`config.mk`:
```
export PLATFORM = sky130hd
export DESIGN_NAME = pcg_pipe_top
export DESIGN_NICKNAME = d
export VERILOG_FILES = /design/src/hw/pcg_pkg.sv /design/src/hw/pcg_level_rotor.sv /design/src/hw/pcg_acc_sreg.sv /design/src/hw/pcg_dist_sreg.sv /design/src/hw/pcg_pipe_top.sv
export VERILOG_INCLUDE_DIRS = /design/src /design/src/include
export SDC_FILE = /design/constraint.sdc
export NUM_CORES = 1
export LEC_CHECK = 0
export BUFFER_PORTS_ARGS = -buffer_cell sky130_fd_sc_hd__buf_2
export CAP_MARGIN = 20
export CORE_UTILIZATION = 45
export CTS_CLUSTER_DIAMETER = 60
export DETAILED_ROUTE_END_ITERATION = 7
export GPL_ROUTABILITY_DRIVEN = 0
export HOLD_SLACK_MARGIN = 0.05
export SLEW_MARGIN = 20
export SYNTH_ARGS = -nofsm -noshare
export SYNTH_HDL_FRONTEND = slang
export SYNTH_SLANG_ARGS = --single-unit
```
`constraint.sdc`:
```
create_clock -name clk -period 15.1 [get_ports clk]
set_input_delay 0 -clock clk [delete_from_list [all_inputs] [get_ports clk]]
set_output_delay 0 -clock clk [all_outputs]
set_load 0.03 [all_outputs]
```
`src/include/pcg_params.svh`:
```
`ifndef PCG_PARAMS_SVH
`define PCG_PARAMS_SVH

// --------------------------------------------------
// datapath sizes
// --------------------------------------------------
`define PCG_OP_W   32
`define PCG_R      2

// interleaved levels at the butterfly input
`define PCG_LVL_NB 3

// words held per level before distribution
`define PCG_DEPTH  2

// --------------------------------------------------
// bit positions inside a flag vector
// --------------------------------------------------
`define PCG_FLAG_SOL 0
`define PCG_FLAG_EOL 1
`define PCG_FLAG_SOB 2
`define PCG_FLAG_EOB 3

`endif

```
`src/hw/pcg_pkg.sv`:
```
`default_nettype none

`include "pcg_params.svh"

package pcg_pkg;

  localparam int LVL_W = ($clog2(`PCG_LVL_NB) > 0) ? $clog2(`PCG_LVL_NB) : 1;
  localparam int PTR_W = $clog2(`PCG_DEPTH) + 1;

  // --------------------------------------------------
  // data
  // --------------------------------------------------
  typedef logic [`PCG_OP_W-1:0]        coef_t;
  // coefficient 0 sits in the low bits
  typedef logic [`PCG_R*`PCG_OP_W-1:0] word_t;
  typedef logic [3:0]                  flags_t;

  // --------------------------------------------------
  // control
  // --------------------------------------------------
  typedef logic [LVL_W-1:0]      lvl_t;
  typedef logic [`PCG_LVL_NB-1:0] lvl_mask_t;
  // all ones means the register is empty
  typedef logic [PTR_W-1:0]      sreg_ptr_t;

endpackage

`default_nettype wire

```
`src/hw/pcg_level_rotor.sv`:
```
`timescale 1ns/10ps
`default_nettype none

`include "pcg_params.svh"

module pcg_level_rotor
  import pcg_pkg::*;
(
  input  logic      clk,
  input  logic      s_rst_n,
  input  logic      step,
  input  logic      eol,
  output lvl_t      lvl,
  output lvl_mask_t lvl_mask
);

  lvl_t      lvl_next;
  lvl_mask_t mask_next;

  // index and one-hot move together
  always_comb begin
    lvl_next  = lvl;
    mask_next = lvl_mask;
    if (step) begin
      if (eol || (lvl == lvl_t'(`PCG_LVL_NB - 1))) begin
        lvl_next  = '0;
        mask_next = lvl_mask_t'(1);
      end else begin
        lvl_next  = lvl + 1'b1;
        mask_next = {lvl_mask[`PCG_LVL_NB-2:0], lvl_mask[`PCG_LVL_NB-1]};
      end
    end
  end

  always_ff @(posedge clk) begin
    if (!s_rst_n) begin
      lvl      <= '0;
      lvl_mask <= lvl_mask_t'(1);
    end else begin
      lvl      <= lvl_next;
      lvl_mask <= mask_next;
    end
  end

endmodule

`default_nettype wire

```
`src/hw/pcg_acc_sreg.sv`:
```
`timescale 1ns/10ps
`default_nettype none

`include "pcg_params.svh"

module pcg_acc_sreg
  import pcg_pkg::*;
(
  input  logic   clk,
  input  logic   s_rst_n,
  input  logic   wr,
  input  word_t  wr_data,
  input  flags_t wr_flags,
  input  logic   xfer,
  output logic   has_word,
  output word_t  head_data,
  output flags_t head_flags
);

  sreg_ptr_t rp;
  word_t     data_q  [`PCG_DEPTH];
  flags_t    flags_q [`PCG_DEPTH];
  logic      full;
  logic      wr_ok;

  // --------------------------------------------------
  // pointer
  // --------------------------------------------------
  assign full     = (rp == sreg_ptr_t'(`PCG_DEPTH - 1));
  assign has_word = (rp != '1);

  // a write into a full register is dropped unless the head leaves
  assign wr_ok = wr & (~full | xfer);

  always_ff @(posedge clk) begin
    if (!s_rst_n) begin
      rp <= '1;
    end else if (wr_ok && !xfer) begin
      rp <= rp + 1'b1;
    end else if (!wr_ok && xfer) begin
      rp <= rp - 1'b1;
    end
  end

  // --------------------------------------------------
  // storage, newest at index 0
  // --------------------------------------------------
  always_ff @(posedge clk) begin
    if (wr_ok) begin
      data_q[0]  <= wr_data;
      flags_q[0] <= wr_flags;
      for (int i = 1; i < `PCG_DEPTH; i++) begin
        data_q[i]  <= data_q[i-1];
        flags_q[i] <= flags_q[i-1];
      end
    end
  end

  // oldest word sits at the pointer
  always_comb begin
    head_data  = '0;
    head_flags = '0;
    for (int i = 0; i < `PCG_DEPTH; i++) begin
      if (rp == sreg_ptr_t'(i)) begin
        head_data  = data_q[i];
        head_flags = flags_q[i];
      end
    end
  end

endmodule

`default_nettype wire

```
`src/hw/pcg_dist_sreg.sv`:
```
`timescale 1ns/10ps
`default_nettype none

`include "pcg_params.svh"

module pcg_dist_sreg
  import pcg_pkg::*;
(
  input  logic   clk,
  input  logic   s_rst_n,
  input  logic   load,
  input  word_t  load_data,
  input  flags_t load_flags,
  input  logic   rd,
  output logic   empty,
  output logic   head_avail,
  output coef_t  head_coef,
  output flags_t head_flags
);

  word_t              data_q;
  flags_t             flags_q;
  logic [`PCG_R-1:0]  vld_q;
  logic               first;
  logic               last;

  // --------------------------------------------------
  // valid vector
  // --------------------------------------------------
  always_ff @(posedge clk) begin
    if (!s_rst_n) begin
      vld_q <= '0;
    end else if (load) begin
      vld_q <= '1;
    end else if (rd) begin
      vld_q <= {1'b0, vld_q[`PCG_R-1:1]};
    end
  end

  // --------------------------------------------------
  // payload
  // --------------------------------------------------
  always_ff @(posedge clk) begin
    if (load) begin
      data_q  <= load_data;
      flags_q <= load_flags;
    end else if (rd) begin
      // next coefficient moves into slot 0
      data_q <= {{`PCG_OP_W{1'b0}}, data_q[`PCG_R*`PCG_OP_W-1:`PCG_OP_W]};
    end
  end

  assign empty      = ~vld_q[0];
  assign head_avail = vld_q[0];
  assign head_coef  = data_q[`PCG_OP_W-1:0];

  // position of the head coefficient inside its word
  assign first = &vld_q;
  assign last  = ~vld_q[1];

  // level flags on every coefficient, word flags on the ends only
  always_comb begin
    head_flags               = '0;
    head_flags[`PCG_FLAG_SOL] = flags_q[`PCG_FLAG_SOL];
    head_flags[`PCG_FLAG_EOL] = flags_q[`PCG_FLAG_EOL];
    head_flags[`PCG_FLAG_SOB] = flags_q[`PCG_FLAG_SOB] & first;
    head_flags[`PCG_FLAG_EOB] = flags_q[`PCG_FLAG_EOB] & last;
  end

endmodule

`default_nettype wire

```
`src/hw/pcg_pipe_top.sv`:
```
`timescale 1ns/10ps
`default_nettype none

`include "pcg_params.svh"

module pcg_pipe_top
  import pcg_pkg::*;
(
  input  logic   clk,
  input  logic   s_rst_n,
  input  word_t  in_data,
  input  flags_t in_flags,
  input  logic   in_avail,
  input  logic   in_inc,
  output coef_t  out_data,
  output flags_t out_flags,
  output logic   out_avail
);

  lvl_mask_t               wr_mask;
  lvl_t                    rd_lvl;
  lvl_mask_t               rd_mask;

  coef_t                   lane_coef  [`PCG_LVL_NB];
  flags_t                  lane_flags [`PCG_LVL_NB];
  logic [`PCG_LVL_NB-1:0]  lane_avail;

  coef_t                   sel_coef;
  flags_t                  sel_flags;
  logic                    sel_avail;

  // --------------------------------------------------
  // write side level
  // --------------------------------------------------
  pcg_level_rotor wr_rotor_inst (
    .clk      (clk),
    .s_rst_n  (s_rst_n),
    .step     (in_avail),
    .eol      (in_flags[`PCG_FLAG_EOL]),
    .lvl      (),
    .lvl_mask (wr_mask)
  );

  // --------------------------------------------------
  // per-level lanes
  // --------------------------------------------------
  for (genvar l = 0; l < `PCG_LVL_NB; l++) begin : gen_lane
    logic   acc_wr;
    logic   acc_has_word;
    word_t  acc_data;
    flags_t acc_flags;
    logic   dist_empty;
    logic   dist_rd;
    logic   xfer;

    assign acc_wr  = in_avail & wr_mask[l];
    assign dist_rd = in_inc & rd_mask[l];
    // oldest word moves across once the distribution side drains
    assign xfer    = dist_empty & acc_has_word;

    pcg_acc_sreg acc_inst (
      .clk        (clk),
      .s_rst_n    (s_rst_n),
      .wr         (acc_wr),
      .wr_data    (in_data),
      .wr_flags   (in_flags),
      .xfer       (xfer),
      .has_word   (acc_has_word),
      .head_data  (acc_data),
      .head_flags (acc_flags)
    );

    pcg_dist_sreg dist_inst (
      .clk        (clk),
      .s_rst_n    (s_rst_n),
      .load       (xfer),
      .load_data  (acc_data),
      .load_flags (acc_flags),
      .rd         (dist_rd),
      .empty      (dist_empty),
      .head_avail (lane_avail[l]),
      .head_coef  (lane_coef[l]),
      .head_flags (lane_flags[l])
    );
  end

  // --------------------------------------------------
  // read side level and mux
  // --------------------------------------------------
  assign sel_coef  = lane_coef[rd_lvl];
  assign sel_flags = lane_flags[rd_lvl];
  assign sel_avail = lane_avail[rd_lvl];

  // back to level 0 after a coefficient flagged eol
  pcg_level_rotor rd_rotor_inst (
    .clk      (clk),
    .s_rst_n  (s_rst_n),
    .step     (in_inc),
    .eol      (sel_flags[`PCG_FLAG_EOL]),
    .lvl      (rd_lvl),
    .lvl_mask (rd_mask)
  );

  // output register
  always_ff @(posedge clk) begin
    if (!s_rst_n) begin
      out_avail <= 1'b0;
    end else begin
      out_avail <= sel_avail;
    end
  end

  always_ff @(posedge clk) begin
    out_data  <= sel_coef;
    out_flags <= sel_flags;
  end

endmodule

`default_nettype wire

```
Word-level counts from Yosys, hierarchy flattened
Memory sizes are Yosys's and may differ from the RTL's.
Index checks and enable logic that the tools add are counted.
{"block": "word_totals", "ramBits": 408, "regBits": 263, "mem_bits_ro": 0, "input_bits": 72, "memories": 6, "latch_bits": 0, "elab_cells": 148}
{"block": "classes", "add_sub_neg": 8, "n_shift": 0, "n_eq_ne": 8, "muxes": 48, "div": 0, "magnitude_cmp": 2, "bitwise_logic": 31, "reduce_logical": 26, "multipliers": 0}
{"memory": "gen_lane[0].acc_inst.data_q", "depth": 2, "width": 64, "read_ports": 2, "rd_ports_with_merged_regs": 0, "write_ports": 2, "line": "pcg_acc_sreg.sv:21", "rtl": "word_t data_q [`PCG_DEPTH];"}
{"memory": "gen_lane[1].acc_inst.data_q", "depth": 2, "width": 64, "read_ports": 2, "rd_ports_with_merged_regs": 0, "write_ports": 2, "line": "pcg_acc_sreg.sv:21"}
{"memory": "gen_lane[2].acc_inst.data_q", "depth": 2, "width": 64, "read_ports": 2, "rd_ports_with_merged_regs": 0, "write_ports": 2, "line": "pcg_acc_sreg.sv:21"}
{"memory": "gen_lane[0].acc_inst.flags_q", "depth": 2, "width": 4, "read_ports": 2, "rd_ports_with_merged_regs": 0, "write_ports": 2, "line": "pcg_acc_sreg.sv:22", "rtl": "flags_t flags_q [`PCG_DEPTH];"}
{"memory": "gen_lane[1].acc_inst.flags_q", "depth": 2, "width": 4, "read_ports": 2, "rd_ports_with_merged_regs": 0, "write_ports": 2, "line": "pcg_acc_sreg.sv:22"}
{"memory": "gen_lane[2].acc_inst.flags_q", "depth": 2, "width": 4, "read_ports": 2, "rd_ports_with_merged_regs": 0, "write_ports": 2, "line": "pcg_acc_sreg.sv:22"}
{"operator": "64-bit two-way mux", "n": 12}
{"operator": "32-bit binary-select mux with 2-bit select", "n": 1}
{"operator": "32-bit two-way mux", "n": 2}
{"operator": "4-bit two-way mux", "n": 8}
{"operator": "2-bit two-way mux", "n": 14}
{"operator": "1-bit AND", "n": 18}
{"operator": "2-bit nonzero test", "n": 6}
{"operator": "2-bit by 1-bit adder with 2-bit output, second input constant", "n": 5}
{"operator": "1-bit inverter", "n": 9}
{"operator": "4-bit binary-select mux with 2-bit select", "n": 1}
{"operator": "1-bit two-way mux", "n": 7}
{"operator": "2-bit by 1-bit == test with 1-bit output, second input constant", "n": 3}
{"operator": "1-bit logical AND", "n": 6}
{"operator": "1-bit zero test", "n": 6}
{"operator": "2-bit zero test", "n": 3}
{"operator": "3-bit two-way mux", "n": 2}
{"operator": "2-bit inequality test, second input constant", "n": 3}
{"operator": "2-bit AND reduction", "n": 3}
{"operator": "2-bit by 1-bit subtractor with 2-bit output, second input constant", "n": 3}
{"operator": "2-bit == test, second input constant", "n": 2}
{"operator": "3-bit greater-or-equal comparator, second input constant", "n": 1}
{"operator": "2-bit by 3-bit less-than comparator with 1-bit output, second input constant", "n": 1}
{"operator": "2-bit inverter with 3-bit output", "n": 1}
{"operator": "1-bit bitwise OR", "n": 3}
{"operator": "2 further kinds", "n": 3}

Logic depth before layout (Yosys ltp)
Gate-level depths: netlist of the first run.
{"block": "depth", "ltp_word": 8, "mapped_depth": 9, "ltp_nobuf": 6}

Hierarchy
Synthesis of the first run repeated with hierarchy kept, for this count alone.
{"block": "unflattened", "hier_cells": 1891, "area_unflattened_um2": 26719.4}
{"mod": "pcg_acc_sreg", "area_each_um2": 5215.0, "cells_each": 375, "instances": 3, "seq_area_each_um2": 4124.0}
{"mod": "pcg_dist_sreg", "area_each_um2": 3005.4, "cells_each": 183, "instances": 3, "seq_area_each_um2": 2082.0}
{"mod": "pcg_pipe_top", "area_each_um2": 1607.8, "cells_each": 171, "instances": 1, "seq_area_each_um2": 740.7}
{"mod": "pcg_level_rotor", "area_each_um2": 225.2, "cells_each": 23, "instances": 2, "seq_area_each_um2": 100.1}

Worst setup path after synthesis of the first run
OpenSTA, ideal clock, no wires.
{"block": "synth_path", "path_type": "flip-flop to flip-flop", "startpoint": "reg gen_lane[0].acc_inst.rp[1]", "endpoint": "reg gen_lane[0].acc_inst.rp[0]", "path_buffers": 3, "t_arrival_ps": 8788, "setup_time_ps": 129, "path_slack_ps": 6182, "stages_incl_launch_ff": 10, "synth_period_minus_slack_ps": 8918, "cell_sequence": "dfxtp_1 -> inv_1 -> ha_1 -> buf_4 -> buf_4 -> clkbuf_1 -> a21oi_1 -> ha_1 -> xor2_1 -> nand2_1"}
{"block": "synth_via", "elab_chain_len": 7, "word_cells_on_any_way": 12, "cone_classes": "eq/ne: 2; mux: 1; bitwise: 4; reduce/logical: 5"}
{"element": "start: declaration", "line": "pcg_acc_sreg.sv:20", "rtl": "sreg_ptr_t rp;"}
{"element": "start signal: assignment", "line": "pcg_acc_sreg.sv:39", "rtl": "rp <= rp + 1'b1;"}
{"element": "start signal: assignment", "line": "pcg_acc_sreg.sv:41", "rtl": "rp <= rp - 1'b1;"}
{"element": "2-bit inequality test or 2-bit by 1-bit == test with 1-bit output (tied branches)", "line": "pcg_acc_sreg.sv:30, pcg_acc_sreg.sv:29"}
{"element": "1-bit AND or 1-bit inverter (tied branches)", "line": "pcg_pipe_top.sv:59, pcg_acc_sreg.sv:33"}
{"element": "1-bit bitwise OR *", "line": "pcg_acc_sreg.sv:33", "rtl": "assign wr_ok = wr & (~full | xfer);"}
{"element": "1-bit AND *", "line": "pcg_acc_sreg.sv:33"}
{"element": "net gen_lane[0].acc_inst.wr_ok", "line": "pcg_acc_sreg.sv:24", "rtl": "logic wr_ok;"}
{"element": "1-bit zero test", "line": "pcg_acc_sreg.sv:40", "rtl": "end else if (!wr_ok && xfer) begin"}
{"element": "1-bit logical AND", "line": "pcg_acc_sreg.sv:40"}
{"element": "2-bit nonzero test (no source line)"}
Mark *: on every way through the listed nets, which the timed path passes. The rest lies on a longest branch.
A chain may end at the register's enable or synchronous reset.

==> summary.md, run 1 <==
| Metric | Value |
|---|---|
| Status | finished, final reports clean |
| DP HPWL | 33.06 mm |
| DIE HEIGHT | 239.5 um |
| Insertion delay of the later-clocked pin in the worst-skew pair | 0.59 ns |
| DR iter-0 viols | 1657 |
| Post-synth top cells | 612 x edfxtp_1, 263 x nand2_1, 197 x nand3b_1 |
| Routed Antenna Nets | 0 |
| Maxcap violations | 0 |
| Area grow syn2layout | 15.87% |
| CP endpoint kind | flip-flop |
| Int Pwr | 3.867 mW |
| Vias in the first global route | 13560 |
| Gate Count Post-Synth | 1714 |
| Clock Root Buffer | clkbuf_16 |
| Hold_ws | 0.1785 ns |
| CP Class | flip-flop to flip-flop |
| Starting Density | 45.79% |
| Leak pwr | 9.435 nW |
| Vias | 14520 |
| Final instance area | 0.02940 sq mm |
| Initial antenna violation count | 1 |
| N_diodes | 0 |
| DRC | 0 |
| Worst Path Arrival | 3.50 ns |
| Largest net degree at the start of global routing | 138 |
| Most frequent cell after synthesis | edfxtp_1 |
| Clock Skew | 0.01451 ns |
| Max clock buf depth | 3 |
| Switch share | 31.12% |
| CP Max Fanout | 72 |
| H-tree Lvls | 3 |
| Fillers | 4572 |
| Post-synth top area share | 72.43% |
| Worst relative slew slack | 34.77% |
| Cell Rows | 86 |
| Slew Viols, Final | 0 |
| Final net count | 1956 |
| Syn_area_per_cell | 14.80 sq um |
| I/O pins | 109 |
| Critical Path RT | 15.30 ns |
| # clock sinks | 671 |
| WL/cell | 22.08 um |
| Slew @ Worst Pin | 0.9785 ns |
| Fin crit share | 21.82% |
| Mapped Nets | 1800 |
| Total CTS buffers | 70 |
| Via/cell ratio | 5.445 |
| Setup bufs post-CTS | 0 |
| Net load switching power | 1.747 mW |
| Total track usage | 20.69% |
| Seq pwr share | 48.5% |
| Biggest area consumer among synthesized cells | edfxtp_1 |
| CTS tree | built |
| Layout cells sized above 1 | 12.71% |
| Core Area | 0.05542 sq mm |
| Setup_tns | 0 ns |
| Hold Path Class | input port to flip-flop |
| Die X | 239.5 um |
| Port Buf Inserts | 108 |
| Final Critical Period | 3.295 ns |
| Area contributors post-synth | edfxtp_1 72%, nand3b_1 5.8%, dfxtp_1 4.7% |
| Final WL | 58.89 mm |
| Clock power share | 28.4% |
| Grt total ovfl | 0 |
| Reg clk slew, reported paths | 0.06 ns |
| Final hold viol count | 0 |
| Max Clock Freq | 303.5 MHz |
| Power Dens Cells | 191.0 mW/mm^2 |
| Max VDD drop | 0.08205 mV |
| Area of the mapped netlist | 0.02537 sq mm |
| Synth unique cells | 41 |
| RSZ-0062 raised after global routing | false |
| Dpl cell area | 0.02651 sq mm |
| Synth async-reset ratio | 0% |
| Synth warn | 0 |
| Pwr Total | 5.615 mW |
| Worst setup SP type | flip-flop |
| Die ar. | 0.05734 sq mm |
| Pre-antenna DRT Iters | 5 |
| First-pass GRT wire length | 87.46 mm |
| Sequential area share after synthesis | 77.08% |
| Setup Viol. Count Final | 0 |
| Comb power frac | 23.0% |
| Post-synth EDFFs | 612 |
| Top FF cell, synth | edfxtp_1 |
| Yosys reg bits | 671 |
-- power by group through the flow --
stage               clock network [mW]  registers [mW]  logic (mW)
floorplan                            0            2.83       0.780
global placement                     0            2.77        1.24
detailed placement                   0            2.77        1.26
CTS                               1.63            2.73        1.28
global route                      1.69            2.76        1.41
finish                            1.60            2.73        1.29
-- cells in the final DEF, fill, tap and decap left out, drive strengths merged, types with 4 or more instances in the layout --
master | Yosys | routed
dfxtp | 59 | 59
inv | 12 | 15
nor2b | 7 | 7
clkinv | 1 | 17
nand3b | 197 | 197
a31oi | 96 | 96
mux2i | 38 | 38
a21oi | 102 | 102
nand3 | 7 | 7
nor2 | 102 | 102
xor2 | 6 | 6
a21boi | 6 | 6
clkbuf | 67 | 102
edfxtp | 612 | 612
o21ai | 50 | 50
ha | 14 | 14
buf | 52 | 131
nand2 | 263 | 263
dlygate4sd3 | 0 | 72
o211ai | 4 | 4
-- per-layer routing --
layer  part of all wire (%)  vias up  global-route usage [%]
met2                     44      509                   29.86
met3                    6.6       84                   3.250
li1                       -     6653                       -
met4                    1.8        0                   6.002
met1                     48     7276                   32.19
met5                      0        -                       0
-- repair_timing --
| item | CTS | global route |
|---|---|---|
| hold endpoints to repair | 227 | 0 |
| resized for setup | 0 | 0 |
| hold buffers | 72 | 0 |
-- path summary, 6_finish.rpt --
kind / start / depth (start not counted) / endpoint / slack [ns]
worst max-delay path: gen_lane[0].acc_inst.rp[0]$_SDFFE_PN1P_ / 6 / gen_lane[0].acc_inst.data_q[0][75]$_DFFE_PP_ / 11.81
worst min register to register: gen_lane[0].acc_inst.data_q[0][41]$_DFFE_PP_ / 0 / gen_lane[0].acc_inst.data_q[0][105]$_DFFE_PP_ / 0.44
worst max register to register: gen_lane[0].acc_inst.rp[0]$_SDFFE_PN1P_ / 6 / gen_lane[0].acc_inst.data_q[0][75]$_DFFE_PP_ / 11.81
worst min-delay path: in_data[29] / 2 / gen_lane[0].acc_inst.data_q[0][29]$_DFFE_PP_ / 0.18
-- final cells by class --
type / count / area, sq um / area share [%]
Clock buffer: 102 / 1996 / 6.788
Sequential cell: 671 / 19560 / 66.53
Tap cell: 748 / 935.9 / 3.183
Inverter: 13 / 52.55 / 0.1787
Timing Repair Buffer: 203 / 1503 / 5.111
Clock inverter: 19 / 97.59 / 0.3319
Multi-Input combinational cell: 911 / 5256 / 17.88
-- sequential cells by signal (all words and copies together), names as in the netlist, 3 cells and up --
register	count
gen_lane.acc_inst.flags_q	24
gen_lane.dist_inst.vld_q	6
gen_lane.dist_inst.flags_q	12
gen_lane.acc_inst.rp	6
rd_rotor_inst.lvl_mask	3
out_data	32
gen_lane.acc_inst.data_q	384
out_flags	4
wr_rotor_inst.lvl_mask	3
gen_lane.dist_inst.data_q	192
-- metrics by stage --
stage               cells  utilization [%]  setup slack [ns]
floorplan            1714                -             6.182
global placement     2471            47.83             11.76
detailed placement   2471            47.83             11.73
CTS                  2664            52.91             11.73
global route         2667            53.05             11.59
finish               2667            53.05             11.81
-- kinds of logic after synthesis --
group           share of synthesized area, %
mux                                    1.499
fa+ha+maj                             0.6904
buf+inv                                2.589
flops                                  77.08
simple gates                           11.83
xor+xnor                              0.2071
compound gates                         6.105
-- worst max-delay path, cell delays in order, from the launching register on --
cell and delay, ns:
dfxtp_1 0.37, ha_1 0.22, or2_1 0.20, buf_4 0.29
a21oi_4 0.19, buf_4 0.70, buf_4 0.87
Power figures use the tool's default switching activity.
==> run 2: changes to the inputs <==
==> constraint.sdc (replaced) <==
create_clock -name clk -period 3.08 [get_ports clk]
set_input_delay 0 -clock clk [delete_from_list [all_inputs] [get_ports clk]]
set_output_delay 0 -clock clk [all_outputs]
set_load 0.03 [all_outputs]
==> run 2 against run 1 <==
Total power rose to 5.0 times the previous value. Global-route usage about the same. Critical path type unchanged. Sequential cell count did not move. Core utilization grew 0.51 points. Final cell count grew 0.52%. Combinational power rose to 4.9 times the previous value. Sequential share of layout area down 0.60 points. Non-clock buffer count increased by 9. Register-to-register slack got worse by 11 ns. Sequential power increased to 4.9 times the previous value.
==> summary.md, run 2 (synthesis gave the netlist of run 1 again) <==
| Metric | Value |
|---|---|
| Top delay family on crit path | buffers and inverters |
| Dpl cells | 2482 |
| I/O pins | 109 |
| Maxcap violations | 0 |
| Max clock buf depth | 3 |
| Crit-path slowest cell | dlygate4sd3_1 |
| Slack of the critical path | 0.4717 ns |
| Leak pwr | 9.538 nW |
| Via/cell ratio | 5.376 |
| Starting Density | 45.79% |
| First-pass GRT wire length | 87.75 mm |
| Pre-CTS setup slack | 0.8218 ns |
| CTS tree | built |
| Final hold viol count | 0 |
| Max Clock Freq | 383.4 MHz |
| WL/cell | 21.65 um |
| Pwr Total | 27.80 mW |
| N_diodes | 0 |
| Slew Viols, Final | 0 |
| Status | finished, final reports clean |
| Clock Skew | 0.01583 ns |
| Final net count | 1964 |
| Final WL | 58.04 mm |
| Core Area | 0.05542 sq mm |
| Vias in the first global route | 13830 |
| Largest regs | gen_lane.acc_inst.data_q (384), gen_lane.dist_inst.data_q (192), out_data (32) |
| Vias | 14410 |
| RSZ-0062 raised after global routing | false |
| Final Critical Period | 2.608 ns |
| Grt total ovfl | 0 |
| Die ar. | 0.05734 sq mm |
| Worst setup SP type | flip-flop |
| CP Class | flip-flop to flip-flop |
| Worst relative slew slack | 33.59% |
| H-tree Lvls | 3 |
| Insertion delay of the later-clocked pin in the worst-skew pair | 0.60 ns |
| Worst Path Arrival | 3.09 ns |
| Cell Rows | 86 |
| Pre-antenna DRT Iters | 7 |
| Hold Path Class | input port to flip-flop |
| CP endpoint kind | flip-flop |
| Buf+Inv Stages, Crit Path | 3 |
| Most common cell after layout, fill and taps aside | edfxtp_1 |
| DRC | 0 |
| Commonest non-fill, non-tap cells in the layout | 612 x edfxtp_1, 260 x nand2_1, 197 x nand3b_1, 108 x buf_2, 102 x nor2_1 |
| Max stage delay on crit path | 0.55 ns |
| Total CTS buffers | 69 |
| Layout cells sized above 1 | 13.76% |
| Total track usage | 20.68% |
| Final instance area | 0.02968 sq mm |
| Slew @ Worst Pin | 0.9917 ns |
| Port Buf Inserts | 108 |
| DIE HEIGHT | 239.5 um |
| Max reg flops | 384 |
| Area grow syn2layout | 16.98% |
| Fin cells | 2681 |
| Most flop-heavy register | gen_lane.acc_inst.data_q |
| DP HPWL | 35.27 mm |
| Max VDD drop | 0.4611 mV |
| Critical Path RT | 3.56 ns |
| Reg clk slew, reported paths | 0.06 ns |
| CP Max Fanout | 57 |
| Routed Antenna Nets | 0 |
| Fin crit share | 84.68% |
| Power Dens Cells | 936.6 mW/mm^2 |
| Largest net degree at the start of global routing | 137 |
| Setup Viol. Count Final | 0 |
| Cell Chain, Critical Path | ha_2 > or2_1 > inv_2 > buf_12 > a21oi_1 > a21boi_1 > dlygate4sd3_1 |
| Dpl cell area | 0.02675 sq mm |
| Initial antenna violation count | 8 |
| Die X | 239.5 um |
| # clock sinks | 671 |
| Fillers | 4562 |
| DR iter-0 viols | 1429 |
| Clock Root Buffer | clkbuf_16 |
==> run 2: changes by cell type in the layout (fill, tap and decap cells not counted), moves of 3 or more <==
cell       change
ha_1           -3
ha_2           +3
buf_12        +11
dfxtp_1        -4
bufinv_16      +3
clkbuf_1       -3
inv_6          +3
dfxtp_2        +3
==> run 2: what timing repair did <==
action,CTS,global route
gates resized for setup,0,0
endpoints found under the hold margin,229,0
buffers inserted,0,0
hold buffers,73,0
==> run 2: layout make-up <==
| cell class | count | area [sq um] | area share (%) |
|---|---|---|---|
| tap | 748 | 935.9 | 3.153 |
| clock buffer | 99 | 1973 | 6.648 |
| multi-input combinational | 911 | 5254 | 17.70 |
| clock inverter | 27 | 231.5 | 0.7799 |
| inverter | 13 | 52.55 | 0.1771 |
| sequential | 671 | 19570 | 65.93 |
| timing repair buffer | 212 | 1667 | 5.615 |
==> run 2: where the power goes <==
part,total [mW],internal (mW),switching [mW]
Combinational,6.29,1.88,4.41
Clock,8.11,4.73,3.38
Sequential,13.4,12.7,0.733
Total,27.8,19.3,8.53
==> run 2: stage by stage <==
step	util [%]	hold slack, ns	TNS (ns)
6_report	53.56	0.1618	0
5_1_grt	53.56	0.1587	0
4_1_cts	53.56	0.1390	0
3_5_place_dp	48.26	0.2273	0
3_3_place_gp	48.26	0.2169	0
2_1_floorplan	-	0.09887	-212.39
==> run 2: path summary, 6_finish.rpt <==
kind	depth (start not counted)	end	slack (ns)	startpoint
setup / recovery	7	gen_lane[0].dist_inst.vld_q[0]$_SDFFE_PN0P_	0.47	gen_lane[0].acc_inst.rp[0]$_SDFFE_PN1P_
hold reg to reg	2	out_data[7]$_DFF_P_	0.44	gen_lane[1].dist_inst.data_q[7]$_DFFE_PP_
hold / removal	2	gen_lane[0].acc_inst.data_q[0][59]$_DFFE_PP_	0.16	in_data[59]
setup reg to reg	7	gen_lane[0].dist_inst.vld_q[0]$_SDFFE_PN0P_	0.47	gen_lane[0].acc_inst.rp[0]$_SDFFE_PN1P_
==> run 2: routing by layer <==
layer / track usage (%) / vias up / share of wire (%) / routed length, um
met2: 29.27 / 458 / 43 / 24910
met3: 2.870 / 66 / 6.2 / 3590
met5: 0 / - / 0.033 / 19
met1: 32.87 / 7219 / 49 / 28420
li1: - / 6668 / - / -
met4: 6.177 / 2 / 1.9 / 1102
